`src/rtl/dualIssuePkg.sv`:
```
package dualIssuePkg;

    localparam int DataWidth = 32;
    localparam int RegAddrWidth = 5;
    localparam int MulBitsPerStep = 2;
    localparam int MulSteps = DataWidth / MulBitsPerStep;
    localparam int StepCountWidth = 4;                      // holds 0 .. MulSteps-1

    typedef enum logic [3:0] {
        ADD = 4'd0,
        SUB = 4'd1,
        AND = 4'd2,
        OR  = 4'd3,
        XOR = 4'd4,
        SLT = 4'd5,
        SLL = 4'd6,
        MUL = 4'd7                                          // master lane only
    } aluOpT;

    typedef struct packed {
        aluOpT                   aluOp;
        logic                    regWen;
        logic [RegAddrWidth-1:0] waddr;
        logic [RegAddrWidth-1:0] rs;
        logic [RegAddrWidth-1:0] rt;
        logic [DataWidth-1:0]    rsValue;
        logic [DataWidth-1:0]    rtValue;
        logic [DataWidth-1:0]    imm;
        logic                    useImm;
    } masterInstT;

    // same layout, but the decoder never steers a multiply into this slot
    typedef struct packed {
        aluOpT                   aluOp;
        logic                    regWen;
        logic [RegAddrWidth-1:0] waddr;
        logic [RegAddrWidth-1:0] rs;
        logic [RegAddrWidth-1:0] rt;
        logic [DataWidth-1:0]    rsValue;
        logic [DataWidth-1:0]    rtValue;
        logic [DataWidth-1:0]    imm;
        logic                    useImm;
    } slaveInstT;

    typedef enum logic [1:0] {
        PAIR,
        SPLIT,
        MULWAIT
    } ctrlStateT;

endpackage

```
`src/rtl/laneIf.sv`:
```
interface laneIf #(
    parameter type payloadT = logic
);

    payloadT payload;                                       // decoded instruction offered to the stage
    payloadT stagePayload;                                  // registered copy seen by execute
    logic    ena;
    logic    clear;
    logic    valid;
    logic    stall;

    modport ctrl (
        input  payload,
        input  valid,
        output ena,
        output clear,
        output stall
    );

    modport stage (
        input  payload,
        input  ena,
        input  clear,
        input  stall,
        output valid,
        output stagePayload
    );

endinterface

```
`src/rtl/dualIssueTop.sv`:
```
module dualIssueTop (
    input  logic                                  clk,
    input  logic                                  rstN,
    input  logic                                  inValid,
    output logic                                  inReady,
    input  dualIssuePkg::aluOpT                   masterAluOp,
    input  logic                                  masterRegWen,
    input  logic [dualIssuePkg::RegAddrWidth-1:0] masterWaddr,
    input  logic [dualIssuePkg::RegAddrWidth-1:0] masterRs,
    input  logic [dualIssuePkg::RegAddrWidth-1:0] masterRt,
    input  logic [dualIssuePkg::DataWidth-1:0]    masterRsValue,
    input  logic [dualIssuePkg::DataWidth-1:0]    masterRtValue,
    input  logic [dualIssuePkg::DataWidth-1:0]    masterImm,
    input  logic                                  masterUseImm,
    input  logic                                  slaveValid,
    input  dualIssuePkg::aluOpT                   slaveAluOp,
    input  logic                                  slaveRegWen,
    input  logic [dualIssuePkg::RegAddrWidth-1:0] slaveWaddr,
    input  logic [dualIssuePkg::RegAddrWidth-1:0] slaveRs,
    input  logic [dualIssuePkg::RegAddrWidth-1:0] slaveRt,
    input  logic [dualIssuePkg::DataWidth-1:0]    slaveRsValue,
    input  logic [dualIssuePkg::DataWidth-1:0]    slaveRtValue,
    input  logic [dualIssuePkg::DataWidth-1:0]    slaveImm,
    input  logic                                  slaveUseImm,
    output logic                                  masterResValid,
    output logic [dualIssuePkg::DataWidth-1:0]    masterResult,
    output logic [dualIssuePkg::RegAddrWidth-1:0] masterResWaddr,
    output logic                                  slaveResValid,
    output logic [dualIssuePkg::DataWidth-1:0]    slaveResult,
    output logic [dualIssuePkg::RegAddrWidth-1:0] slaveResWaddr
);

    laneIf #(.payloadT(dualIssuePkg::masterInstT)) masterLane ();
    laneIf #(.payloadT(dualIssuePkg::slaveInstT))  slaveLane ();

    logic [dualIssuePkg::DataWidth-1:0] masterAluB;
    logic [dualIssuePkg::DataWidth-1:0] slaveAluB;
    logic [dualIssuePkg::DataWidth-1:0] masterAluRes;
    logic [dualIssuePkg::DataWidth-1:0] mulB;
    logic [dualIssuePkg::DataWidth-1:0] product;
    logic                               mulStart;
    logic                               mulBusy;
    logic                               mulLast;

    assign masterLane.payload = '{aluOp: masterAluOp, regWen: masterRegWen,
        waddr: masterWaddr, rs: masterRs, rt: masterRt, rsValue: masterRsValue,
        rtValue: masterRtValue, imm: masterImm, useImm: masterUseImm};
    assign slaveLane.payload = '{aluOp: slaveAluOp, regWen: slaveRegWen,
        waddr: slaveWaddr, rs: slaveRs, rt: slaveRt, rsValue: slaveRsValue,
        rtValue: slaveRtValue, imm: slaveImm, useImm: slaveUseImm};

    issueCtrl issueCtrl_i (.clk(clk), .rstN(rstN), .inValid(inValid), .inReady(inReady),
        .slaveValid(slaveValid), .masterLane(masterLane), .slaveLane(slaveLane),
        .mulStart(mulStart), .mulLast(mulLast));

    idExStage #(.payloadT(dualIssuePkg::masterInstT)) masterStage_i (
        .clk(clk), .rstN(rstN), .lane(masterLane));
    idExStage #(.payloadT(dualIssuePkg::slaveInstT)) slaveStage_i (
        .clk(clk), .rstN(rstN), .lane(slaveLane));

    assign masterAluB = masterLane.stagePayload.useImm ? masterLane.stagePayload.imm
                                                       : masterLane.stagePayload.rtValue;
    assign slaveAluB  = slaveLane.stagePayload.useImm ? slaveLane.stagePayload.imm
                                                      : slaveLane.stagePayload.rtValue;

    laneAlu masterAlu_i (.op(masterLane.stagePayload.aluOp),
        .a(masterLane.stagePayload.rsValue), .b(masterAluB), .result(masterAluRes));
    laneAlu slaveAlu_i (.op(slaveLane.stagePayload.aluOp),
        .a(slaveLane.stagePayload.rsValue), .b(slaveAluB), .result(slaveResult));

    // multiplier takes its operands straight from the ports on the accepting edge
    assign mulB = masterUseImm ? masterImm : masterRtValue;

    shiftAddMul mul_i (.clk(clk), .rstN(rstN), .start(mulStart), .a(masterRsValue),
        .b(mulB), .step(mulBusy), .product(product));
    iterCounter mulCounter_i (.clk(clk), .rstN(rstN), .start(mulStart), .busy(mulBusy),
        .last(mulLast));

    assign masterResValid = masterLane.valid && !masterLane.stall;  // hidden while multiplying
    assign masterResult   = (masterLane.stagePayload.aluOp == dualIssuePkg::MUL) ? product
                                                                             : masterAluRes;
    assign slaveResValid  = slaveLane.valid;

    // r0 when the lane does not write back
    assign masterResWaddr = masterLane.stagePayload.regWen ? masterLane.stagePayload.waddr : '0;
    assign slaveResWaddr  = slaveLane.stagePayload.regWen ? slaveLane.stagePayload.waddr : '0;

endmodule

```
`src/rtl/idExStage.sv`:
```
module idExStage #(
    parameter type payloadT = logic
) (
    input logic  clk,
    input logic  rstN,
    laneIf.stage lane
);

    payloadT heldQ;
    logic    validQ;

    always_ff @(posedge clk) begin
        if (!rstN || lane.clear) begin
            heldQ <= '0;                                    // bubble
        end else if (lane.ena) begin
            heldQ <= lane.payload;
        end
    end

    // a stalled lane keeps its valid so the pending multiply stays visible
    always_ff @(posedge clk) begin
        if (!rstN || lane.clear) begin
            validQ <= 1'b0;
        end else if (!lane.stall) begin
            validQ <= lane.ena;
        end
    end

    assign lane.stagePayload = heldQ;
    assign lane.valid        = validQ;

    payloadStableInStall: assert property (
        @(posedge clk) disable iff (!rstN)
        lane.stall |=> $stable(lane.stagePayload)
    );

endmodule

```
`src/rtl/issueCtrl.sv`:
```
module issueCtrl (
    input  logic clk,
    input  logic rstN,
    input  logic inValid,
    output logic inReady,
    input  logic slaveValid,
    laneIf.ctrl  masterLane,
    laneIf.ctrl  slaveLane,
    output logic mulStart,
    input  logic mulLast
);

    dualIssuePkg::ctrlStateT state;
    dualIssuePkg::ctrlStateT stateNext;
    logic readyQ;
    logic slavePendingQ;                                    // slave waits behind a multiply
    logic accept;
    logic isMul;
    logic conflict;

    assign accept  = inValid && readyQ;
    assign inReady = readyQ;
    assign isMul   = masterLane.payload.aluOp == dualIssuePkg::MUL;

    // slave reads what the master writes, r0 excluded
    assign conflict = slaveValid && masterLane.payload.regWen
        && (masterLane.payload.waddr != '0)
        && ((slaveLane.payload.rs == masterLane.payload.waddr)
            || (slaveLane.payload.rt == masterLane.payload.waddr));

    always_comb begin
        stateNext        = state;
        masterLane.ena   = 1'b0;
        masterLane.clear = 1'b0;
        masterLane.stall = 1'b0;
        slaveLane.ena    = 1'b0;
        slaveLane.clear  = 1'b0;
        slaveLane.stall  = 1'b0;                            // slave never holds
        mulStart         = 1'b0;
        case (state)
            dualIssuePkg::PAIR: begin
                if (accept) begin
                    masterLane.ena  = 1'b1;
                    slaveLane.ena   = slaveValid && !conflict;
                    slaveLane.clear = conflict;
                    mulStart        = isMul;
                    if (isMul) begin
                        stateNext = dualIssuePkg::MULWAIT;
                    end else if (conflict) begin
                        stateNext = dualIssuePkg::SPLIT;
                    end
                end
            end
            dualIssuePkg::SPLIT: begin
                slaveLane.ena    = 1'b1;                    // inputs still held by source
                masterLane.clear = 1'b1;
                stateNext        = dualIssuePkg::PAIR;
            end
            dualIssuePkg::MULWAIT: begin
                masterLane.stall = 1'b1;
                if (mulLast) begin
                    stateNext = slavePendingQ ? dualIssuePkg::SPLIT : dualIssuePkg::PAIR;
                end
            end
            default: begin
                stateNext = dualIssuePkg::PAIR;
            end
        endcase
    end

    always_ff @(posedge clk) begin
        if (!rstN) begin
            state         <= dualIssuePkg::PAIR;
            readyQ        <= 1'b0;
            slavePendingQ <= 1'b0;
        end else begin
            state  <= stateNext;
            readyQ <= stateNext == dualIssuePkg::PAIR;
            if (mulStart) begin
                slavePendingQ <= conflict;
            end
        end
    end

    noSlaveMul: assert property (
        @(posedge clk) disable iff (!rstN)
        slaveLane.ena |-> slaveLane.payload.aluOp != dualIssuePkg::MUL
    );

    masterEnaClearExclusive: assert property (
        @(posedge clk) disable iff (!rstN)
        !(masterLane.ena && masterLane.clear)
    );

    slaveEnaClearExclusive: assert property (
        @(posedge clk) disable iff (!rstN)
        !(slaveLane.ena && slaveLane.clear)
    );

endmodule

```
`src/rtl/iterCounter.sv`:
```
module iterCounter (
    input  logic clk,
    input  logic rstN,
    input  logic start,
    output logic busy,
    output logic last
);

    logic [dualIssuePkg::StepCountWidth-1:0] count;

    always_ff @(posedge clk) begin
        if (!rstN) begin
            busy  <= 1'b0;
            count <= '0;
        end else if (start && !busy) begin
            busy  <= 1'b1;
            count <= '0;
        end else if (busy) begin
            if (last) begin
                busy <= 1'b0;
            end
            count <= count + 1'b1;                          // wraps back to zero after last
        end
    end

    assign last = busy
        && (count == dualIssuePkg::StepCountWidth'(dualIssuePkg::MulSteps - 1));

endmodule

```
`src/rtl/laneAlu.sv`:
```
module laneAlu (
    input  dualIssuePkg::aluOpT                op,
    input  logic [dualIssuePkg::DataWidth-1:0] a,
    input  logic [dualIssuePkg::DataWidth-1:0] b,
    output logic [dualIssuePkg::DataWidth-1:0] result
);

    logic lessThan;

    assign lessThan = $signed(a) < $signed(b);

    always_comb begin
        case (op)
            dualIssuePkg::ADD: begin
                result = a + b;
            end
            dualIssuePkg::SUB: begin
                result = a - b;
            end
            dualIssuePkg::AND: begin
                result = a & b;
            end
            dualIssuePkg::OR: begin
                result = a | b;
            end
            dualIssuePkg::XOR: begin
                result = a ^ b;
            end
            dualIssuePkg::SLT: begin
                result = {{(dualIssuePkg::DataWidth - 1){1'b0}}, lessThan};
            end
            dualIssuePkg::SLL: begin
                result = a << b[4:0];                       // shamt from low bits only
            end
            default: begin
                result = '0;                                // MUL result comes from shiftAddMul
            end
        endcase
    end

endmodule

```
`src/rtl/shiftAddMul.sv`:
```
module shiftAddMul (
    input  logic                               clk,
    input  logic                               rstN,
    input  logic                               start,
    input  logic [dualIssuePkg::DataWidth-1:0] a,
    input  logic [dualIssuePkg::DataWidth-1:0] b,
    input  logic                               step,
    output logic [dualIssuePkg::DataWidth-1:0] product
);

    logic [dualIssuePkg::DataWidth-1:0] mcandQ;
    logic [dualIssuePkg::DataWidth-1:0] mplierQ;
    logic [dualIssuePkg::DataWidth-1:0] partial;

    // sum of the partial products for the low multiplier bits
    always_comb begin
        partial = '0;
        for (int i = 0; i < dualIssuePkg::MulBitsPerStep; i++) begin
            if (mplierQ[i]) begin
                partial = partial + (mcandQ << i);
            end
        end
    end

    always_ff @(posedge clk) begin
        if (start) begin
            mcandQ  <= a;
            mplierQ <= b;
        end else if (step) begin
            mcandQ  <= mcandQ << dualIssuePkg::MulBitsPerStep;
            mplierQ <= mplierQ >> dualIssuePkg::MulBitsPerStep;
        end
    end

    always_ff @(posedge clk) begin
        if (!rstN) begin
            product <= '0;
        end else if (start) begin
            product <= '0;
        end else if (step) begin
            product <= product + partial;                   // upper half dropped
        end
    end

endmodule

```
`config.mk`:
```
export PLATFORM = sky130hd
export DESIGN_NAME = dualIssueTop
export DESIGN_NICKNAME = d
export VERILOG_FILES = /design/src/rtl/dualIssuePkg.sv /design/src/rtl/laneIf.sv /design/src/rtl/dualIssueTop.sv /design/src/rtl/idExStage.sv /design/src/rtl/issueCtrl.sv /design/src/rtl/iterCounter.sv /design/src/rtl/laneAlu.sv /design/src/rtl/shiftAddMul.sv
export SDC_FILE = /design/constraint.sdc
export NUM_CORES = 2
export LEC_CHECK = 0
export BUFFER_PORTS_ARGS = -buffer_cell sky130_fd_sc_hd__buf_2
export CORE_MARGIN = 5
export CORE_UTILIZATION = 40
export CTS_CLUSTER_SIZE = 24
export DETAILED_ROUTE_END_ITERATION = 8
export HOLD_SLACK_MARGIN = 0.08
export PLACE_DENSITY = 0.57
export SETUP_SLACK_MARGIN = 0.4
export SYNTH_ARGS = -nofsm -noshare
export SYNTH_HDL_FRONTEND = slang
export SYNTH_HIERARCHICAL = 1
export SYNTH_SLANG_ARGS = --single-unit
```
`constraint.sdc`:
```
create_clock -name clk -period 6.1 [get_ports clk]
set_input_delay 1.22 -clock clk [delete_from_list [all_inputs] [get_ports clk]]
set_output_delay 1.22 -clock clk [all_outputs]
set_load 0.03 [all_outputs]
```
-- Yosys cells after proc, flatten, opt, wreduce, memory -nomap -nowiden
Index checks and enable logic that the tools add are counted.
W data, S select, Z words.
- register bits: 321
- latch bits: 0
- memory bits (writable): 0
- memory bits (read-only): 0
- input bits: 238
- output and inout port bits: 77
- logic and storage cells: 117
- memories: 0
- add/sub/neg operators: 7
- multiply operators: 0
- div/mod/pow operators: 0
- $lt $le $gt $ge: 2
- equal/unequal tests: 19
- shift-type cells: 2
- multiplexer cells: 33
- bitwise logic cells: 7
- reduce and logical (&&, ||, !) cells: 23
- operators with widths (kind ; count):
    $pmux W32 S7 ; 2
    $mux W32 ; 10
    $add A32 B32 Y32 ; 4
    $and A32 B32 Y32 ; 2
    $lt A32 B32 Y1 ; 2
    $or A32 B32 Y32 ; 2
    $shl A32 B5 Y32 ; 2
    $sub A32 B32 Y32 ; 2
    $xor A32 B32 Y32 ; 2
    $eq A4 B3 Y1 const B ; 8
    $eq A4 B2 Y1 const B ; 4
    $mux W1 ; 13
    $eq A5 B5 Y1 ; 2
    $mux W5 ; 2
    $eq A4 B1 Y1 const B ; 2
    $logic_and A1 B1 Y1 ; 8
    $logic_not A4 Y1 ; 2
    $mux W2 ; 4
    $reduce_bool A5 Y1 ; 1
    $add A4 B1 Y4 const B ; 1
    $eq A4 B4 Y1 const B ; 1
    $logic_not A1 Y1 ; 4
    $logic_not A2 Y1 ; 2
    $pmux W2 S2 ; 1
    other kinds (7) ; 10

-- Longest topological paths before layout
- depth after elaboration: 8
- mapped depth: 29
- gate-level depth less buffers: 24

-- Cells and area by module
Netlist, hierarchy kept.
- modules (own cells, without submodules) (module ; instances ; cells an instance ; area an instance (µm²) ; seq. area each (µm²)):
    idExStage ; 2 ; 381 ; 4157.7 ; 2362.3
    shiftAddMul ; 1 ; 845 ; 7777.5 ; 2562.5
    laneAlu (slaveAlu_i) ; 1 ; 965 ; 6707.7 ; 0.0
    laneAlu (masterAlu_i) ; 1 ; 959 ; 6443.7 ; 0.0
    dualIssueTop ; 1 ; 155 ; 1759.2 ; 0.0
    issueCtrl ; 1 ; 44 ; 370.4 ; 80.1
    iterCounter ; 1 ; 25 ; 254.0 ; 100.1

-- Worst setup path after synthesis
Ideal clock, no wire load.
- kind: flip-flop to flip-flop
- start: register mul_i/mplierQ[0] (netlist name)
- end: register mul_i/product[31] (netlist name)
- setup time: 118 ps
- arrival time: 5610 ps
- required time: 5982 ps
- setup slack: 372 ps
- cell stages (with the launch flop): 28
- buffers on the path: 5
- clock period less this slack: 5728 ps
- cells stage by stage: edfxtp_1 > buf_2 > buf_4 > buf_2 > clkbuf_1 > clkbuf_1 > and2_1 > ha_1 > fa_1 > o21ai_0 > a211o_1 > o2bb2ai_1 > a31oi_1 > a21oi_2 > a211o_1 > a221o_1 > a21boi_1 > xnor2_1 > mux2_2 > ha_1 > a21oi_1 > o21bai_1 > a21oi_1 > o21ai_0 > a211oi_1 > nand4_1 > mux2_2 > mux2i_1
- cells in the longest elaborated chain, start to end: 4
- ends and longest elaborated chain (item ; line ; RTL):
    from (decl) ; shiftAddMul.sv:12 ; logic [dualIssuePkg::DataWidth-1:0] mplierQ;
    from (signal assigned) ; shiftAddMul.sv:31 ; mplierQ <= mplierQ >> dualIssuePkg::MulBitsPerStep;
    $mux W32 * ; shiftAddMul.sv:19 ; if (mplierQ[i]) begin
    $add A32 B32 Y32 ; shiftAddMul.sv:20 ; partial = partial + (mcandQ << i);
    $mux W32 * ; shiftAddMul.sv:19 ;
    $add A32 B32 Y32 * ; shiftAddMul.sv:41 ; product <= product + partial;
    to (signal assigned) ; shiftAddMul.sv:41 ;
    to (decl) ; shiftAddMul.sv:8 ; output logic [dualIssuePkg::DataWidth-1:0] product
Mark *: on every way between the ends. The rest lies on a longest branch, timed or not.
A chain may end at the register's enable or synchronous reset.

-- Worst setup path after layout
- start: register masterStage_i.heldQ, in the netlist masterStage_i/lane.stagePayload[0]
- end: output port masterResult[29] (netlist name)
- cells in the longest elaborated chain, start to end: 4
- elaborated cells on any way between the ends: 9
- those cells by class: add/sub: 2; shift: 1; mux: 3; bitwise: 3
- ends and longest elaborated chain (item ; line ; RTL):
    from (decl) ; idExStage.sv:9 ; payloadT heldQ;
    from (signal assigned) ; idExStage.sv:16 ; heldQ <= lane.payload;
    $mux W32 * ; dualIssueTop.sv:61 ; assign masterAluB = masterLane.stagePayload.useImm ? masterLane.stagePayload.imm
    via masterAluB (one bit) ; dualIssueTop.sv:36 ; logic [dualIssuePkg::DataWidth-1:0] masterAluB;
    $sub A32 B32 Y32 (tied with other cells) ; laneAlu.sv:18 ; result = a - b;
    $pmux W32 S7 * ; laneAlu.sv:13 ; case (op)
    via masterAluRes (one bit) ; dualIssueTop.sv:38 ; logic [dualIssuePkg::DataWidth-1:0] masterAluRes;
    $mux W32 * ; dualIssueTop.sv:80 ; assign masterResult = (masterLane.stagePayload.aluOp == dualIssuePkg::MUL) ? product
    to (decl) ; dualIssueTop.sv:26 ; output logic [dualIssuePkg::DataWidth-1:0] masterResult,
Mark *: on every way through the listed nets, which the timed path passes. The rest lies on a longest branch.

==> impl_results.md <==
- Slew Limit Headroom: 0.239
- Max Transition Viols Final: 0
- Die width: 288 µm
- Total CTS buffers: 40
- Pre-Repair DR Iteration Count: 6
- Pleak: roughly 15 nW
- Hold buffer count at cts: 0
- Final Hold Viols: 0
- Clock tree sinks: around 320
- Starting Density: 0.402
- Clock Latency Late Sink: 580 ps
- Clock period minus worst slack: 5730 ps
- GRT Total Usage: 0.266
- Ports: about 320
- CTS tree: done
- Part of the cycle the worst path needs: 0.939
- Cell Pwr Density: roughly 190 mW/mm²
- Syn_nets: approximately 4200
- Gr ovfl total: 0
- Critical Path RT: 4880 ps
- # rows: 102
- Critical Path Source Type: register
- Fmax: 175 MHz
- CTS max path bufs: 3
- Arrival time worst endpoint: roughly 4500 ps
- CP endpoint kind: output port
- Clk_skew: 36.2 ps
- FF+latch area: ~0.007 mm²
- Area occupied by multi-input gates: ~0.023 mm²
- Layer with the highest usage: met2
- Die H: 288 µm
- Critical path class: reg2out
- ANT nets after route: 0
- DRT iter0 DRCs: 2810
- H-tree Lvls: 2
- Vias in the first global route: 27714
- Met3 usage: 0.0444
- Met2 Use GR: 0.435
- Worst path max stage delay: 490 ps
- Layout cell share with drive strength beyond 1: 0.249
- Worst Path Max Fanout: 11
- DRC Markers: 0
- Largest net degree at the start of global routing: 77
- Hpwl dp: 89900 µm
- Max cap viols: 0
- Layout Area Growth over Synthesis: 17.6%
- Clock transition at path regs: 60 ps
- Slew at the pin closest to its max-slew limit: 1130 ps
- Synth warn: 6
- Average size of a mapped cell: 8.38 µm²
- CP Cell Sequence: buf_12, mux2_4, buf_6, ha_2, a211oi_2, o31a_1, a211oi_2, o211a_1, a311o_2, o21a_1, a31oi_2, mux2i_1, o311ai_1, mux2_4, buf_6
- GR Util met1: 0.363
- Drt total wl: between 100000 and 150000 µm
- Core Box Area: 0.0771 mm²
- Fin util: 0.472
- Synthesized area: a little over 0.03 mm²
- GP Congestion: 1.01
- Die area: 0.0830 mm²
- Peak VDD IR: 0.206 mV
- Layout filler cell count: 7715
- Vias: 29475
- HP Class: reg2reg
- Global-route wire length before repair: 173000 µm
- Via-per-instance ratio: just under 6
- Clk Tree Root Cell: clkbuf_16
- RSZ-0062 raised after global routing: yes
- Nets@finish: 4439
- Initial antenna violation count: 14
- Synth Instances: approximately 3700
- Status: completed
- Worst path slowest cell: a311o_2
- Setup TNS: 0 ps
- Routed wire length per instance: approximately 23 µm
- Final setup violation count: 0
- Buffers on Ports: about 300
==> state kept, by name, indices dropped and copies added, names as in the netlist, 2 cells and up <==
register and count:
mul_i/mplierQ 32, masterStage_i/lane.stagePayload 107, mulCounter_i/count 4, slaveStage_i/lane.stagePayload 107
mul_i/product 32, issueCtrl_i/state 2, mul_i/mcandQ 32
==> layer usage <==
metal,vias to the layer above,share of wire,wire length (µm)
met1,14157,0.44,51600
li1,13892,-,-
met5,-,0.00073,85
met4,14,0.034,4040
met2,1178,0.46,53300
met3,234,0.069,8130
==> where the power goes <==
group	leakage [nW]	total (mW)	internal, mW	switching, mW
registers	2.68	2.31	2.23	0.0847
logic	11.4	2.16	0.853	1.31
clock network	0.635	2.37	1.37	1.00
==> worst paths after layout <==
path,slack [ps],to,cells after the start,start
hold reg to reg,490,masterStage_i/lane.valid,2,masterStage_i/lane.valid
setup reg to reg,690,mul_i/product[31],23,mul_i/mcandQ[1]
setup / recovery,370,masterResult[29],15,masterStage_i/lane.stagePayload[0]
hold / removal,490,masterStage_i/lane.valid,2,masterStage_i/lane.valid
==> cell type report <==
cell class | count | area share
antenna | 3 | 0.000206
clock buffer | 56 | 0.0303
clock inverter | 17 | 0.00540
inverter | 223 | 0.0234
multi-input combinational | 2910 | 0.633
sequential | 321 | 0.194
tap | 1040 | 0.0357
timing repair buffer | 437 | 0.0772
==> repair_timing <==
item                       in CTS  in global routing
setup buffers                  13                 27
setup endpoints to repair      40                 45
gates resized for setup       136                181
cloned                          2                  2
pin swaps                      27                 69
==> stage by stage <==
step	hold slack [ps]	setup slack, ps	power [mW]	instances	cell area [µm²]
3_3_place_gp	467	514	4.22	4887	33300
3_5_place_dp	473	430	4.22	4887	33300
5_1_grt	509	260	7.13	5004	36400
6_report	486	375	6.84	5007	36400
2_1_floorplan	445	442	3.59	3695	31000
4_1_cts	490	262	6.73	4975	35300
==> layout by cell type (no fill, tap or decap), drive strengths merged, types with 16 or more instances in the layout <==
master and n:
nor2b 28, mux2 208, mux2i 284, o31ai 27, and2 48, or3 22, a21oi 254, mux4 35
a31oi 27, dfxtp 257, a211oi 53, nor4 19, a21o 48, clkinv 16, nor3 56, o22ai 28
inv 221, ha 262, o221ai 26, nand3 51, nor2 471, xor2 37, o21ai 196, a22oi 20
a221oi 49, nand2 237, edfxtp 64, clkbuf 63, xnor2 71, o21bai 35, o211ai 49, a21boi 16
nand4 21, buf 430
==> worst max-delay path: cells and delay by family (launching register included) <==
family	cells	cell delay (ps)
AOI/OAI and AO/OA	8	1900
adders and majority gates	1	190
buffers and inverters	3	480
DFF	1	400
muxes	3	920
Power figures use the tool's default switching activity.
